`config.mk`:
```
export PLATFORM = sky130hd
export DESIGN_NAME = spi_lcd_ctrl
export DESIGN_NICKNAME = d
export VERILOG_FILES = /design/src/source/spi_lcd_pkg.sv /design/src/source/lcd_bus_regs.sv /design/src/source/entry_fifo.sv /design/src/source/spi_byte_shifter.sv /design/src/source/spi_lcd_ctrl.sv
export SDC_FILE = /design/constraint.sdc
export NUM_CORES = 1
export LEC_CHECK = 0
export ABC_AREA = 1
export BUFFER_PORTS_ARGS = -buffer_cell sky130_fd_sc_hd__buf_2
export CELL_PAD_IN_SITES_DETAIL_PLACEMENT = 1
export CELL_PAD_IN_SITES_GLOBAL_PLACEMENT = 2
export CORE_MARGIN = 1.5
export CORE_UTILIZATION = 39
export CTS_BUF_LIST = sky130_fd_sc_hd__clkbuf_8
export CTS_CLUSTER_DIAMETER = 30
export DETAILED_ROUTE_END_ITERATION = 10
export GPL_TIMING_DRIVEN = 0
export PLACE_DENSITY_LB_ADDON = 0.05
export SYNTH_ARGS = -nofsm -noshare
export SYNTH_HDL_FRONTEND = slang
export SYNTH_SLANG_ARGS = --single-unit
```
`constraint.sdc`:
```
create_clock -name clk -period 3.93 [get_ports clk]
set_input_delay 0.1965 -clock clk [delete_from_list [all_inputs] [get_ports clk]]
set_output_delay 0.1965 -clock clk [all_outputs]
set_load 0.01 [all_outputs]
```
`src/source/spi_lcd_pkg.sv`:
```
package spi_lcd_pkg;

  // One queued byte and its data/command tag.
  typedef struct packed {
    logic       cmd;
    logic [7:0] payload;
  } lcd_entry_t;

  // Register word indices, matched against bus address bits 15 to 2.
  localparam logic [13:0] REG_STATUS = 14'd0;
  localparam logic [13:0] REG_CMD    = 14'd1;
  localparam logic [13:0] REG_DATA   = 14'd2;

  // Status word layout.
  localparam int STAT_IDLE_BIT   = 0;
  localparam int STAT_OVF_BIT    = 1;
  localparam int STAT_CREDIT_LSB = 8;

  // Width of a credit count, enough for FIFO_DEPTH up to 255.
  localparam int CREDIT_W = 8;

endpackage

```
`src/source/lcd_bus_regs.sv`:
```
`timescale 1ns/1ps

module lcd_bus_regs #(
  parameter int FIFO_DEPTH = 8
) (
  input  logic                    clk,
  input  logic                    i_rst_n,
  input  logic                    i_bus_req,
  input  logic                    i_bus_write,
  input  logic [31:0]             i_bus_addr,
  input  logic [31:0]             i_bus_data,
  input  logic                    i_credit_return,
  input  logic                    i_idle,
  output logic                    o_bus_ack,
  output logic [31:0]             o_bus_data,
  output logic                    o_push_valid,
  output spi_lcd_pkg::lcd_entry_t o_push_entry
);

  localparam int CW = spi_lcd_pkg::CREDIT_W;

  logic [13:0]   word_idx;
  logic          wr_req;
  logic          rd_req;
  logic          hit_status;
  logic          hit_cmd;
  logic          hit_data;
  logic          has_credit;
  logic          push_now;
  logic          drop_now;
  logic          ovf_clear;
  logic [CW-1:0] credits;
  logic          overflow;
  logic [31:0]   status_word;

  assign word_idx   = i_bus_addr[15:2];
  assign wr_req     = i_bus_req && i_bus_write;
  assign rd_req     = i_bus_req && !i_bus_write;
  assign hit_status = (word_idx == spi_lcd_pkg::REG_STATUS);
  assign hit_cmd    = (word_idx == spi_lcd_pkg::REG_CMD);
  assign hit_data   = (word_idx == spi_lcd_pkg::REG_DATA);
  assign has_credit = (credits != '0);

  // A byte write either spends a credit or is dropped.
  assign push_now  = wr_req && (hit_cmd || hit_data) && has_credit;
  assign drop_now  = wr_req && (hit_cmd || hit_data) && !has_credit;
  assign ovf_clear = wr_req && hit_status && i_bus_data[spi_lcd_pkg::STAT_OVF_BIT];

  always_comb begin
    status_word = '0;
    status_word[spi_lcd_pkg::STAT_IDLE_BIT] = i_idle;
    status_word[spi_lcd_pkg::STAT_OVF_BIT]  = overflow;
    status_word[spi_lcd_pkg::STAT_CREDIT_LSB +: CW] = credits;
  end

  // Bus handshake; ack and read data follow the request by one cycle.
  always_ff @(posedge clk) begin
    if (!i_rst_n) begin
      o_bus_ack    <= 1'b0;
      o_bus_data   <= '0;
      o_push_valid <= 1'b0;
    end else begin
      o_bus_ack    <= i_bus_req;
      o_bus_data   <= rd_req ? status_word : 32'd0;
      o_push_valid <= push_now;
    end
  end

  // Entry register.
  always_ff @(posedge clk) begin
    if (push_now) begin
      o_push_entry.cmd     <= hit_cmd;
      o_push_entry.payload <= i_bus_data[7:0];
    end
  end

  // One credit per free FIFO slot.
  always_ff @(posedge clk) begin
    if (!i_rst_n) begin
      credits <= CW'(FIFO_DEPTH);
    end else begin
      case ({push_now, i_credit_return})
        2'b10:   credits <= credits - 1'b1;
        2'b01:   credits <= credits + 1'b1;
        default: credits <= credits;
      endcase
    end
  end

  // Sticky until software writes bit 1 of the status word.
  always_ff @(posedge clk) begin
    if (!i_rst_n) begin
      overflow <= 1'b0;
    end else if (drop_now) begin
      overflow <= 1'b1;
    end else if (ovf_clear) begin
      overflow <= 1'b0;
    end
  end

endmodule

```
`src/source/entry_fifo.sv`:
```
`timescale 1ns/1ps

module entry_fifo #(
  parameter int FIFO_DEPTH = 8
) (
  input  logic                    clk,
  input  logic                    i_rst_n,
  input  logic                    i_push_valid,
  input  spi_lcd_pkg::lcd_entry_t i_push_entry,
  input  logic                    i_pop,
  output spi_lcd_pkg::lcd_entry_t o_head,
  output logic                    o_not_empty,
  output logic                    o_credit_return
);

  localparam int PTR_W = (FIFO_DEPTH > 1) ? $clog2(FIFO_DEPTH) : 1;
  localparam int CNT_W = $clog2(FIFO_DEPTH + 1);

  spi_lcd_pkg::lcd_entry_t mem [FIFO_DEPTH];

  logic [PTR_W-1:0] wr_ptr;
  logic [PTR_W-1:0] rd_ptr;
  logic [CNT_W-1:0] count;
  logic             do_pop;

  assign o_not_empty = (count != '0);
  assign do_pop      = i_pop && o_not_empty;
  assign o_head      = mem[rd_ptr];

  // Room is guaranteed by the credits held in the register block.
  assign o_credit_return = do_pop;

  always_ff @(posedge clk) begin
    if (i_push_valid) begin
      mem[wr_ptr] <= i_push_entry;
    end
  end

  always_ff @(posedge clk) begin
    if (!i_rst_n) begin
      wr_ptr <= '0;
      rd_ptr <= '0;
      count  <= '0;
    end else begin
      if (i_push_valid) begin
        wr_ptr <= (wr_ptr == PTR_W'(FIFO_DEPTH - 1)) ? '0 : wr_ptr + 1'b1;
      end
      if (do_pop) begin
        rd_ptr <= (rd_ptr == PTR_W'(FIFO_DEPTH - 1)) ? '0 : rd_ptr + 1'b1;
      end
      case ({i_push_valid, do_pop})
        2'b10:   count <= count + 1'b1;
        2'b01:   count <= count - 1'b1;
        default: count <= count;
      endcase
    end
  end

endmodule

```
`src/source/spi_byte_shifter.sv`:
```
`timescale 1ns/1ps

module spi_byte_shifter #(
  parameter int SCK_HALF = 2
) (
  input  logic                    clk,
  input  logic                    i_rst_n,
  input  spi_lcd_pkg::lcd_entry_t i_entry,
  input  logic                    i_entry_valid,
  input  logic                    i_spi_ack,
  output logic                    o_pop,
  output logic                    o_spi_req,
  output logic                    o_spi_done,
  output logic                    o_sck,
  output logic                    o_cs,
  output logic                    o_rs_dc,
  output logic                    o_data,
  output logic                    o_idle
);

  localparam int DIV_W = (SCK_HALF > 1) ? $clog2(SCK_HALF) : 1;

  typedef enum logic [1:0] {
    S_IDLE,
    S_REQ,
    S_SHIFT,
    S_FINISH
  } state_t;

  state_t           state;
  logic [DIV_W-1:0] div_cnt;
  logic [2:0]       bit_cnt;
  logic [7:0]       shreg;
  logic             done_q;
  logic             half_end;
  logic             load_now;
  logic             shift_now;
  logic             last_bit;

  assign half_end  = (div_cnt == DIV_W'(SCK_HALF - 1));
  assign last_bit  = (bit_cnt == 3'd7);
  assign load_now  = (state == S_REQ) && i_spi_ack;
  // Falling SCK edge that moves on to the next bit.
  assign shift_now = (state == S_SHIFT) && half_end && o_sck && !last_bit;

  // Pop and done are the same pulse.
  assign o_pop      = done_q;
  assign o_spi_done = done_q;
  assign o_idle     = (state == S_IDLE) && !i_entry_valid;

  always_ff @(posedge clk) begin
    if (load_now) begin
      shreg <= i_entry.payload;
    end else if (shift_now) begin
      shreg <= {shreg[6:0], 1'b0};
    end
  end

  always_ff @(posedge clk) begin
    if (!i_rst_n) begin
      state     <= S_IDLE;
      o_spi_req <= 1'b0;
      done_q    <= 1'b0;
      o_sck     <= 1'b0;
      o_cs      <= 1'b1;
      o_rs_dc   <= 1'b0;
      o_data    <= 1'b0;
      div_cnt   <= '0;
      bit_cnt   <= '0;
    end else begin
      done_q <= 1'b0;
      case (state)
        S_IDLE: begin
          // The head still shows the popped entry during the done cycle.
          if (i_entry_valid && !done_q) begin
            o_spi_req <= 1'b1;
            state     <= S_REQ;
          end
        end
        S_REQ: begin
          if (i_spi_ack) begin
            o_cs    <= 1'b0;
            o_rs_dc <= !i_entry.cmd;
            o_data  <= i_entry.payload[7];
            div_cnt <= '0;
            bit_cnt <= '0;
            state   <= S_SHIFT;
          end
        end
        S_SHIFT: begin
          if (half_end) begin
            div_cnt <= '0;
            if (!o_sck) begin
              o_sck <= 1'b1;
            end else begin
              o_sck <= 1'b0;
              if (last_bit) begin
                state <= S_FINISH;
              end else begin
                bit_cnt <= bit_cnt + 1'b1;
                o_data  <= shreg[6];
              end
            end
          end else begin
            div_cnt <= div_cnt + 1'b1;
          end
        end
        S_FINISH: begin
          // Release the pins and hand the bus back.
          o_spi_req <= 1'b0;
          o_cs      <= 1'b1;
          done_q    <= 1'b1;
          state     <= S_IDLE;
        end
        default: state <= S_IDLE;
      endcase
    end
  end

endmodule

```
`src/source/spi_lcd_ctrl.sv`:
```
`timescale 1ns/1ps

module spi_lcd_ctrl #(
  parameter int FIFO_DEPTH = 8,
  parameter int SCK_HALF   = 2
) (
  input  logic        clk,
  input  logic        i_rst_n,
  input  logic        i_bus_req,
  input  logic        i_bus_write,
  input  logic [31:0] i_bus_addr,
  input  logic [31:0] i_bus_data,
  output logic        o_bus_ack,
  output logic [31:0] o_bus_data,
  input  logic        i_spi_ack,
  output logic        o_spi_req,
  output logic        o_spi_done,
  output logic        o_sck,
  output logic        o_cs,
  output logic        o_rs_dc,
  output logic        o_data
);

  logic                    push_valid;
  spi_lcd_pkg::lcd_entry_t push_entry;
  logic                    credit_return;
  spi_lcd_pkg::lcd_entry_t head;
  logic                    not_empty;
  logic                    pop;
  logic                    idle;

  lcd_bus_regs #(
    .FIFO_DEPTH(FIFO_DEPTH)
  ) u_regs (
    .clk            (clk),
    .i_rst_n        (i_rst_n),
    .i_bus_req      (i_bus_req),
    .i_bus_write    (i_bus_write),
    .i_bus_addr     (i_bus_addr),
    .i_bus_data     (i_bus_data),
    .i_credit_return(credit_return),
    .i_idle         (idle),
    .o_bus_ack      (o_bus_ack),
    .o_bus_data     (o_bus_data),
    .o_push_valid   (push_valid),
    .o_push_entry   (push_entry)
  );

  entry_fifo #(
    .FIFO_DEPTH(FIFO_DEPTH)
  ) u_fifo (
    .clk            (clk),
    .i_rst_n        (i_rst_n),
    .i_push_valid   (push_valid),
    .i_push_entry   (push_entry),
    .i_pop          (pop),
    .o_head         (head),
    .o_not_empty    (not_empty),
    .o_credit_return(credit_return)
  );

  spi_byte_shifter #(
    .SCK_HALF(SCK_HALF)
  ) u_shifter (
    .clk          (clk),
    .i_rst_n      (i_rst_n),
    .i_entry      (head),
    .i_entry_valid(not_empty),
    .i_spi_ack    (i_spi_ack),
    .o_pop        (pop),
    .o_spi_req    (o_spi_req),
    .o_spi_done   (o_spi_done),
    .o_sck        (o_sck),
    .o_cs         (o_cs),
    .o_rs_dc      (o_rs_dc),
    .o_data       (o_data),
    .o_idle       (idle)
  );

endmodule

```
Yosys cells after proc, flatten, opt, wreduce, memory -nomap -nowiden
Memories as Yosys holds them, arrays and structs flattened. A register that Yosys moved wholly into a read port is not among the register bits.
Cells that the tools add are included.
W data, S select, Z words.

word-level totals
  input port bits = 69
  output and inout bits = 39
  word-level logic and storage cells = 124
  memories = 1
  RAM bits = 72
  register bits after elaboration = 81

operators by class
  multiplexer cells = 36
  add/sub/neg operators = 8
  equal/unequal tests = 18
  reductions and logical operators = 40

memories
  name        words  bits a word  read ports  clocked after memory_dff  wr ports  line              text
  u_fifo.mem  8      9            1           1                         1         entry_fifo.sv:19  spi_lcd_pkg::lcd_entry_t mem [FIFO_DEPTH];

operators with widths
  cell                   count
  $mux W3                8
  $pmux W8 S2            1
  $eq A14 B1 Y1 const B  1
  $eq A14 B2 Y1 const B  1
  $logic_and A1 B1 Y1    14
  $logic_not A14 Y1      1
  $mux W7                2
  $reduce_bool A2 Y1     7
  $mux W1                13
  $reduce_and A2 Y1      6
  $mux W2                5
  $reduce_and A5 Y1      2
  $add A3 B1 Y3 const B  3
  $eq A3 B3 Y1 const B   3
  $add A8 B1 Y8 const B  1
  $eq A2 B2 Y1 const B   4
  $pmux W1 S2            4
  $pmux W2 S4            1
  $pmux W4 S2            1
  $reduce_bool A8 Y1     1
  $sub A8 B1 Y8 const B  1
  $eq A2 B1 Y1 const B   3
  $logic_not A1 Y1       6
  $ne A2 B1 Y1 const B   3
  8 further kinds        10

Longest topological paths before layout
  word-level depth = 6
  gate-level depth with buffers = 18
  depth with buffers taken out = 18

Cells and area by module
From an unflattened synthesis, not the netlist that was laid out.

second synthesis, totals
  cells, all modules = 616
  area total of the unflattened synthesis = 6090.8 um^2

by module, submodules not included
  module            times used  cells each  area each (um^2)
  entry_fifo        1           295         3533.4
  lcd_bus_regs      1           196         1570.3
  spi_byte_shifter  1           125         987.2

Worst setup path before layout
Ideal clock, no wire load.

  path kind = input to register
  from = in i_bus_addr[11]
  to = reg u_regs.credits[7]
  setup time = 109 ps
  stages = 16
  arrival = 2180 ps
  slack = 1641 ps
  path buffers = 0
  path through = nor2_1 -> nand3_1 -> nor2_2 -> nand3_1 -> nor2_2 -> inv_2 -> ha_1 -> inv_1 -> ha_1 -> a21o_1 -> a21oi_1 -> nand2_1 -> nand2_1 -> nand3_1 -> nand2_1 -> inv_1

on the way
  word-level cells in the longest chain between the ends = 6

ends and longest elaborated chain
  item                                                      line                                    text
  start, declared                                           spi_lcd_ctrl.sv:11                      input logic [31:0] i_bus_addr,
  $eq A14 B1 Y1 / $eq A14 B2 Y1 (equally long branches)     lcd_bus_regs.sv:40, lcd_bus_regs.sv:41
  $logic_or A1 B1 Y1 *                                      lcd_bus_regs.sv:45                      assign push_now = wr_req && (hit_cmd || hit_data) && has_credit;
  $logic_and A1 B1 Y1 * (2 in a row)                        lcd_bus_regs.sv:45
  named net u_regs.push_now                                 lcd_bus_regs.sv:29                      logic push_now;
  $eq A2 B1 Y1 / $eq A2 B2 Y1 (equally long branches)       lcd_bus_regs.sv:82                      case ({push_now, i_credit_return})
  $pmux W8 S2 / $reduce_bool A2 Y1 (equally long branches)  -
  end signal, assigned                                      lcd_bus_regs.sv:83                      2'b10: credits <= credits - 1'b1;
  end signal, assigned                                      lcd_bus_regs.sv:84                      2'b01: credits <= credits + 1'b1;
  end signal, assigned                                      lcd_bus_regs.sv:85                      default: credits <= credits;
  end, declared                                             lcd_bus_regs.sv:32                      logic [CW-1:0] credits;

Mark *: on every way through the listed nets, which the timed path passes. The rest lies on a longest branch.
A chain may end at the register's enable or synchronous reset.

Worst setup path after layout
  from = reg u_regs.credits[0]
  to = reg u_regs.credits[7]

on the way
  word-level cells in the longest chain between the ends = 4

ends and longest elaborated chain
  item                                                      line                text
  start signal, assigned                                    lcd_bus_regs.sv:80  credits <= CW'(FIFO_DEPTH);
  start signal, assigned                                    lcd_bus_regs.sv:83
  start signal, assigned                                    lcd_bus_regs.sv:84
  $reduce_bool A8 Y1 *                                      lcd_bus_regs.sv:42  assign has_credit = (credits != '0);
  $logic_and A1 B1 Y1 *                                     lcd_bus_regs.sv:45
  named net u_regs.push_now                                 lcd_bus_regs.sv:29
  $eq A2 B1 Y1 / $eq A2 B2 Y1 (equally long branches)       lcd_bus_regs.sv:82
  $pmux W8 S2 / $reduce_bool A2 Y1 (equally long branches)  -

Marked as above.

==> results.json <==
{
  "io_pins": 108,
  "crit_path_end_kind": "flop",
  "p_int_uw": 2150,
  "crit_path_max_incr_delay_ps": 610,
  "seq_area_um2": 3560,
  "cts_max_level": 4,
  "peakVddDrop_uv": 190,
  "maxSlewHeadroom": 0.263,
  "die_w_um": 126,
  "crit_type": "reg -> reg",
  "p_leak_uw": 0.00286,
  "skew_ps": 12.5,
  "finalHoldViolations": 0,
  "multi_input_area_um2": 1910,
  "nFillCells": 1670,
  "dr.pass1.iters": 9,
  "rsz0062_at_grt": "false",
  "clkSlewWorstSetupHoldPaths_ps": 70,
  "drive_gt1_frac": 0.178,
  "drt-total-wl_mm": 14.3,
  "power.total_uw": 2830,
  "num_vias": 4300,
  "dieArea_um2": 15900,
  "synth_cell_type_count": 36,
  "wl_per_cell_um": 16.5,
  "root_buffer": "clkbuf_8",
  "n_antenna_cell": 0,
  "crit_required_ps": 4270,
  "nNetsFinal": 766,
  "sw_frac_of_total": 0.240,
  "grt_overflow": 0,
  "clk_latency_ps": 450,
  "cts_tree": "built",
  "die_height_um": 126,
  "fin_tns_setup_ps": 0,
  "final_core_util": 0.469,
  "clockBufferDepth": 2,
  "violations": "DRC",
  "grt_pass1_wl_mm": 23.4,
  "hold_path.class": "in -> reg",
  "worstSetupStartpointType": "flop",
  "syn_avg_cell_area_um2": 10.1,
  "crit_fanout": 10,
  "slew_violations": 0,
  "ys_warn_count": 0,
  "start_util": 0.403,
  "p_per_area_nw_per_um2": 413,
  "ant_nets": 0,
  "cp.arrival_ps": 3400,
  "core_area_um2": 14600,
  "layout_setup_ws_ps": 863,
  "fin_area_um2": 6860,
  "grt_usage": 0.195,
  "initialDrtViolationCount": 282,
  "syn_inst": 582,
  "grt_pass1_vias": 4518,
  "syn_to_final_growth_pct": 16.4,
  "synthesis.area_um2": 5900,
  "power_frac_clock": 0.376,
  "worst_slew_pin_slew_ps": 1100,
  "rows": 44,
  "status": "finished with violations",
  "switching_power_uw": 681,
  "pwr-share-comb": 0.081,
  "hpwl_mm": 10.0,
  "fin_crit_ps": 3070,
  "cp_slowest_cell": "nor2_2",
  "post-route-drc-count": 2,
  "dpl_cell_area_um2": 6420,
  "synth_sequential_area_ratio": 0.604,
  "fmax_mhz": 326,
  "avgViaCountPerCell": 4.95,
  "antenna_found_initial": 0,
  "post-cts-setup-buffers": 0,
  "crit_path_cell_trace": "inv_1 > nand4_1 > nor2_1 > nor2_2 > inv_2 > ha_1 > inv_1 > ha_1 > nand2_1 > inv_1 > a21oi_1 > nand2_1 > nand2_1 > nand3_1 > nand2_1 > inv_1",
  "clock_sinks": 134,
  "fin_crit_sh": 0.780,
  "gp_congestion": 0.779,
  "grt_max_degree": 17,
  "cts_made_buffers": 17,
  "setup_viol": 0,
  "place.port_buffers": 43,
  "dp_slack_ps": 812,
  "ys_ff_latch": 134,
  "maxCapViolCount": 0,
  "cp_num_buf_inv": 5,
  "power_frac_seq": 0.543,
  "crit_family": "simple AND/OR/NAND/NOR gates"
}
## worst reg2reg max path: stages, from the launching register on
cell and delay (ps):
dfxtp_1 390, inv_1 100, nand4_1 150, nor2_1 90, nor2_2 610, inv_2 90, ha_1 260, inv_1 240
ha_1 350, nand2_1 110, inv_1 50, a21oi_1 220, nand2_1 80, nand2_1 60, nand3_1 60, nand2_1 60
inv_1 30
## final cells by class
cell class	instances	area share
inverter	60	0.0328
timing repair buffer	52	0.0445
sequential	134	0.519
multi-input combinational	371	0.278
clock buffer	17	0.0341
buffer	38	0.0408
tap	184	0.0335
clock inverter	13	0.0173
## cell families after synthesis
family	after synthesis	synth area share
fa+ha+maj	23	0.0513
xor+xnor	6	0.00891
other cells	1	0.000636
buf+inv	98	0.0857
flops	134	0.604
compound gates	89	0.0842
simple gates	231	0.165
## sequential cells by signal, summed over array words and instances, names as in the netlist, 2 cells and up, named ones only
register             count
u_regs.o_bus_data       10
u_fifo.wr_ptr            3
u_fifo.mem              72
u_shifter.bit_cnt        3
u_shifter.shreg          7
u_shifter.state          2
u_regs.o_push_entry      9
u_fifo.count             4
u_regs.credits           8
u_fifo.rd_ptr            3
## worst paths after layout
check,startpoint,to,slack (ps),depth (start not counted)
worst max-delay path,u_regs.credits[0],u_regs.credits[7],860,16
worst min-delay path,i_spi_ack,u_shifter.div_cnt,90,4
worst max register to register,u_regs.credits[0],u_regs.credits[7],860,16
worst min register to register,u_regs.overflow,u_regs.o_bus_data[1],440,2
## cells in the mapped netlist
library cell | instances | area share
o22ai_1 | 2 | 0.0021
a21o_1 | 1 | 0.0013
nand3_1 | 37 | 0.031
o21ai_0 | 33 | 0.028
a21oi_1 | 26 | 0.022
and3_1 | 1 | 0.0011
nand2_1 | 89 | 0.057
conb_1 | 1 | 0.00064
clkinv_1 | 2 | 0.0013
nor3_1 | 3 | 0.0025
nor3_2 | 1 | 0.0017
buf_4 | 24 | 0.031
o31ai_1 | 1 | 0.0013
nor2_1 | 85 | 0.054
or2_1 | 1 | 0.0011
fa_1 | 2 | 0.0068
nor2_2 | 4 | 0.0042
edfxtp_1 | 88 | 0.45
a221o_1 | 1 | 0.0017
nand3_2 | 2 | 0.0034
buf_6 | 5 | 0.0095
a221oi_1 | 1 | 0.0015
ha_1 | 21 | 0.045
dfxtp_1 | 46 | 0.16
buf_2 | 8 | 0.0068
nand4_1 | 5 | 0.0053
o211a_1 | 1 | 0.0017
xnor2_1 | 4 | 0.0059
inv_2 | 7 | 0.0045
clkbuf_1 | 1 | 0.00064
nand2_2 | 2 | 0.0021
o21ai_1 | 11 | 0.0093
nand3b_1 | 1 | 0.0013
xor2_1 | 2 | 0.0030
inv_1 | 51 | 0.032
o211ai_1 | 12 | 0.015
## cell usage in the layout (no fill, tap or decap), drive strengths merged
cell type and count:
a21o 1, a21oi 26, a221o 1, a221oi 1, and3 1, buf 80
bufinv 2, clkbuf 18, clkinv 9, clkinvlp 2, conb 22, dfxtp 46
dlygate4sd3 9, edfxtp 88, fa 2, ha 21, inv 60, nand2 91
nand3 39, nand3b 1, nand4 5, nor2 89, nor3 4, o211a 1
o211ai 12, o21ai 44, o22ai 2, o31ai 1, or2 1, xnor2 4
xor2 2
## layer usage
metal	wire length, µm	track usage	up-vias	share of wire
met5	0	0	-	0
met4	181	0.0710	0	0.013
met3	595	0.0399	16	0.042
met2	6810	0.321	108	0.48
met1	6730	0.256	2079	0.47
li1	-	-	2097	-
## through the flow
step           std cells  hold slack [ps]
2_1_floorplan        603              295
4_1_cts              869             65.3
3_3_place_gp         830              373
5_1_grt              869              104
6_report             869             94.0
3_5_place_dp         830              377
## what timing repair did
action / in CTS / in global routing
resized for setup: 0 / 0
hold buffers: 9 / 0
hold endpoints to repair: 9 / 0
## power groups by stage
stage / Clock, µW / Sequential (µW) / Combinational, µW
2_1_floorplan: 0 / 1570 / 153
3_3_place_gp: 0 / 1570 / 217
3_5_place_dp: 0 / 1570 / 225
4_1_cts: 1090 / 1540 / 233
5_1_grt: 1150 / 1540 / 266
6_report: 1060 / 1540 / 230
No activity file was read; power rests on OpenSTA's default activity.
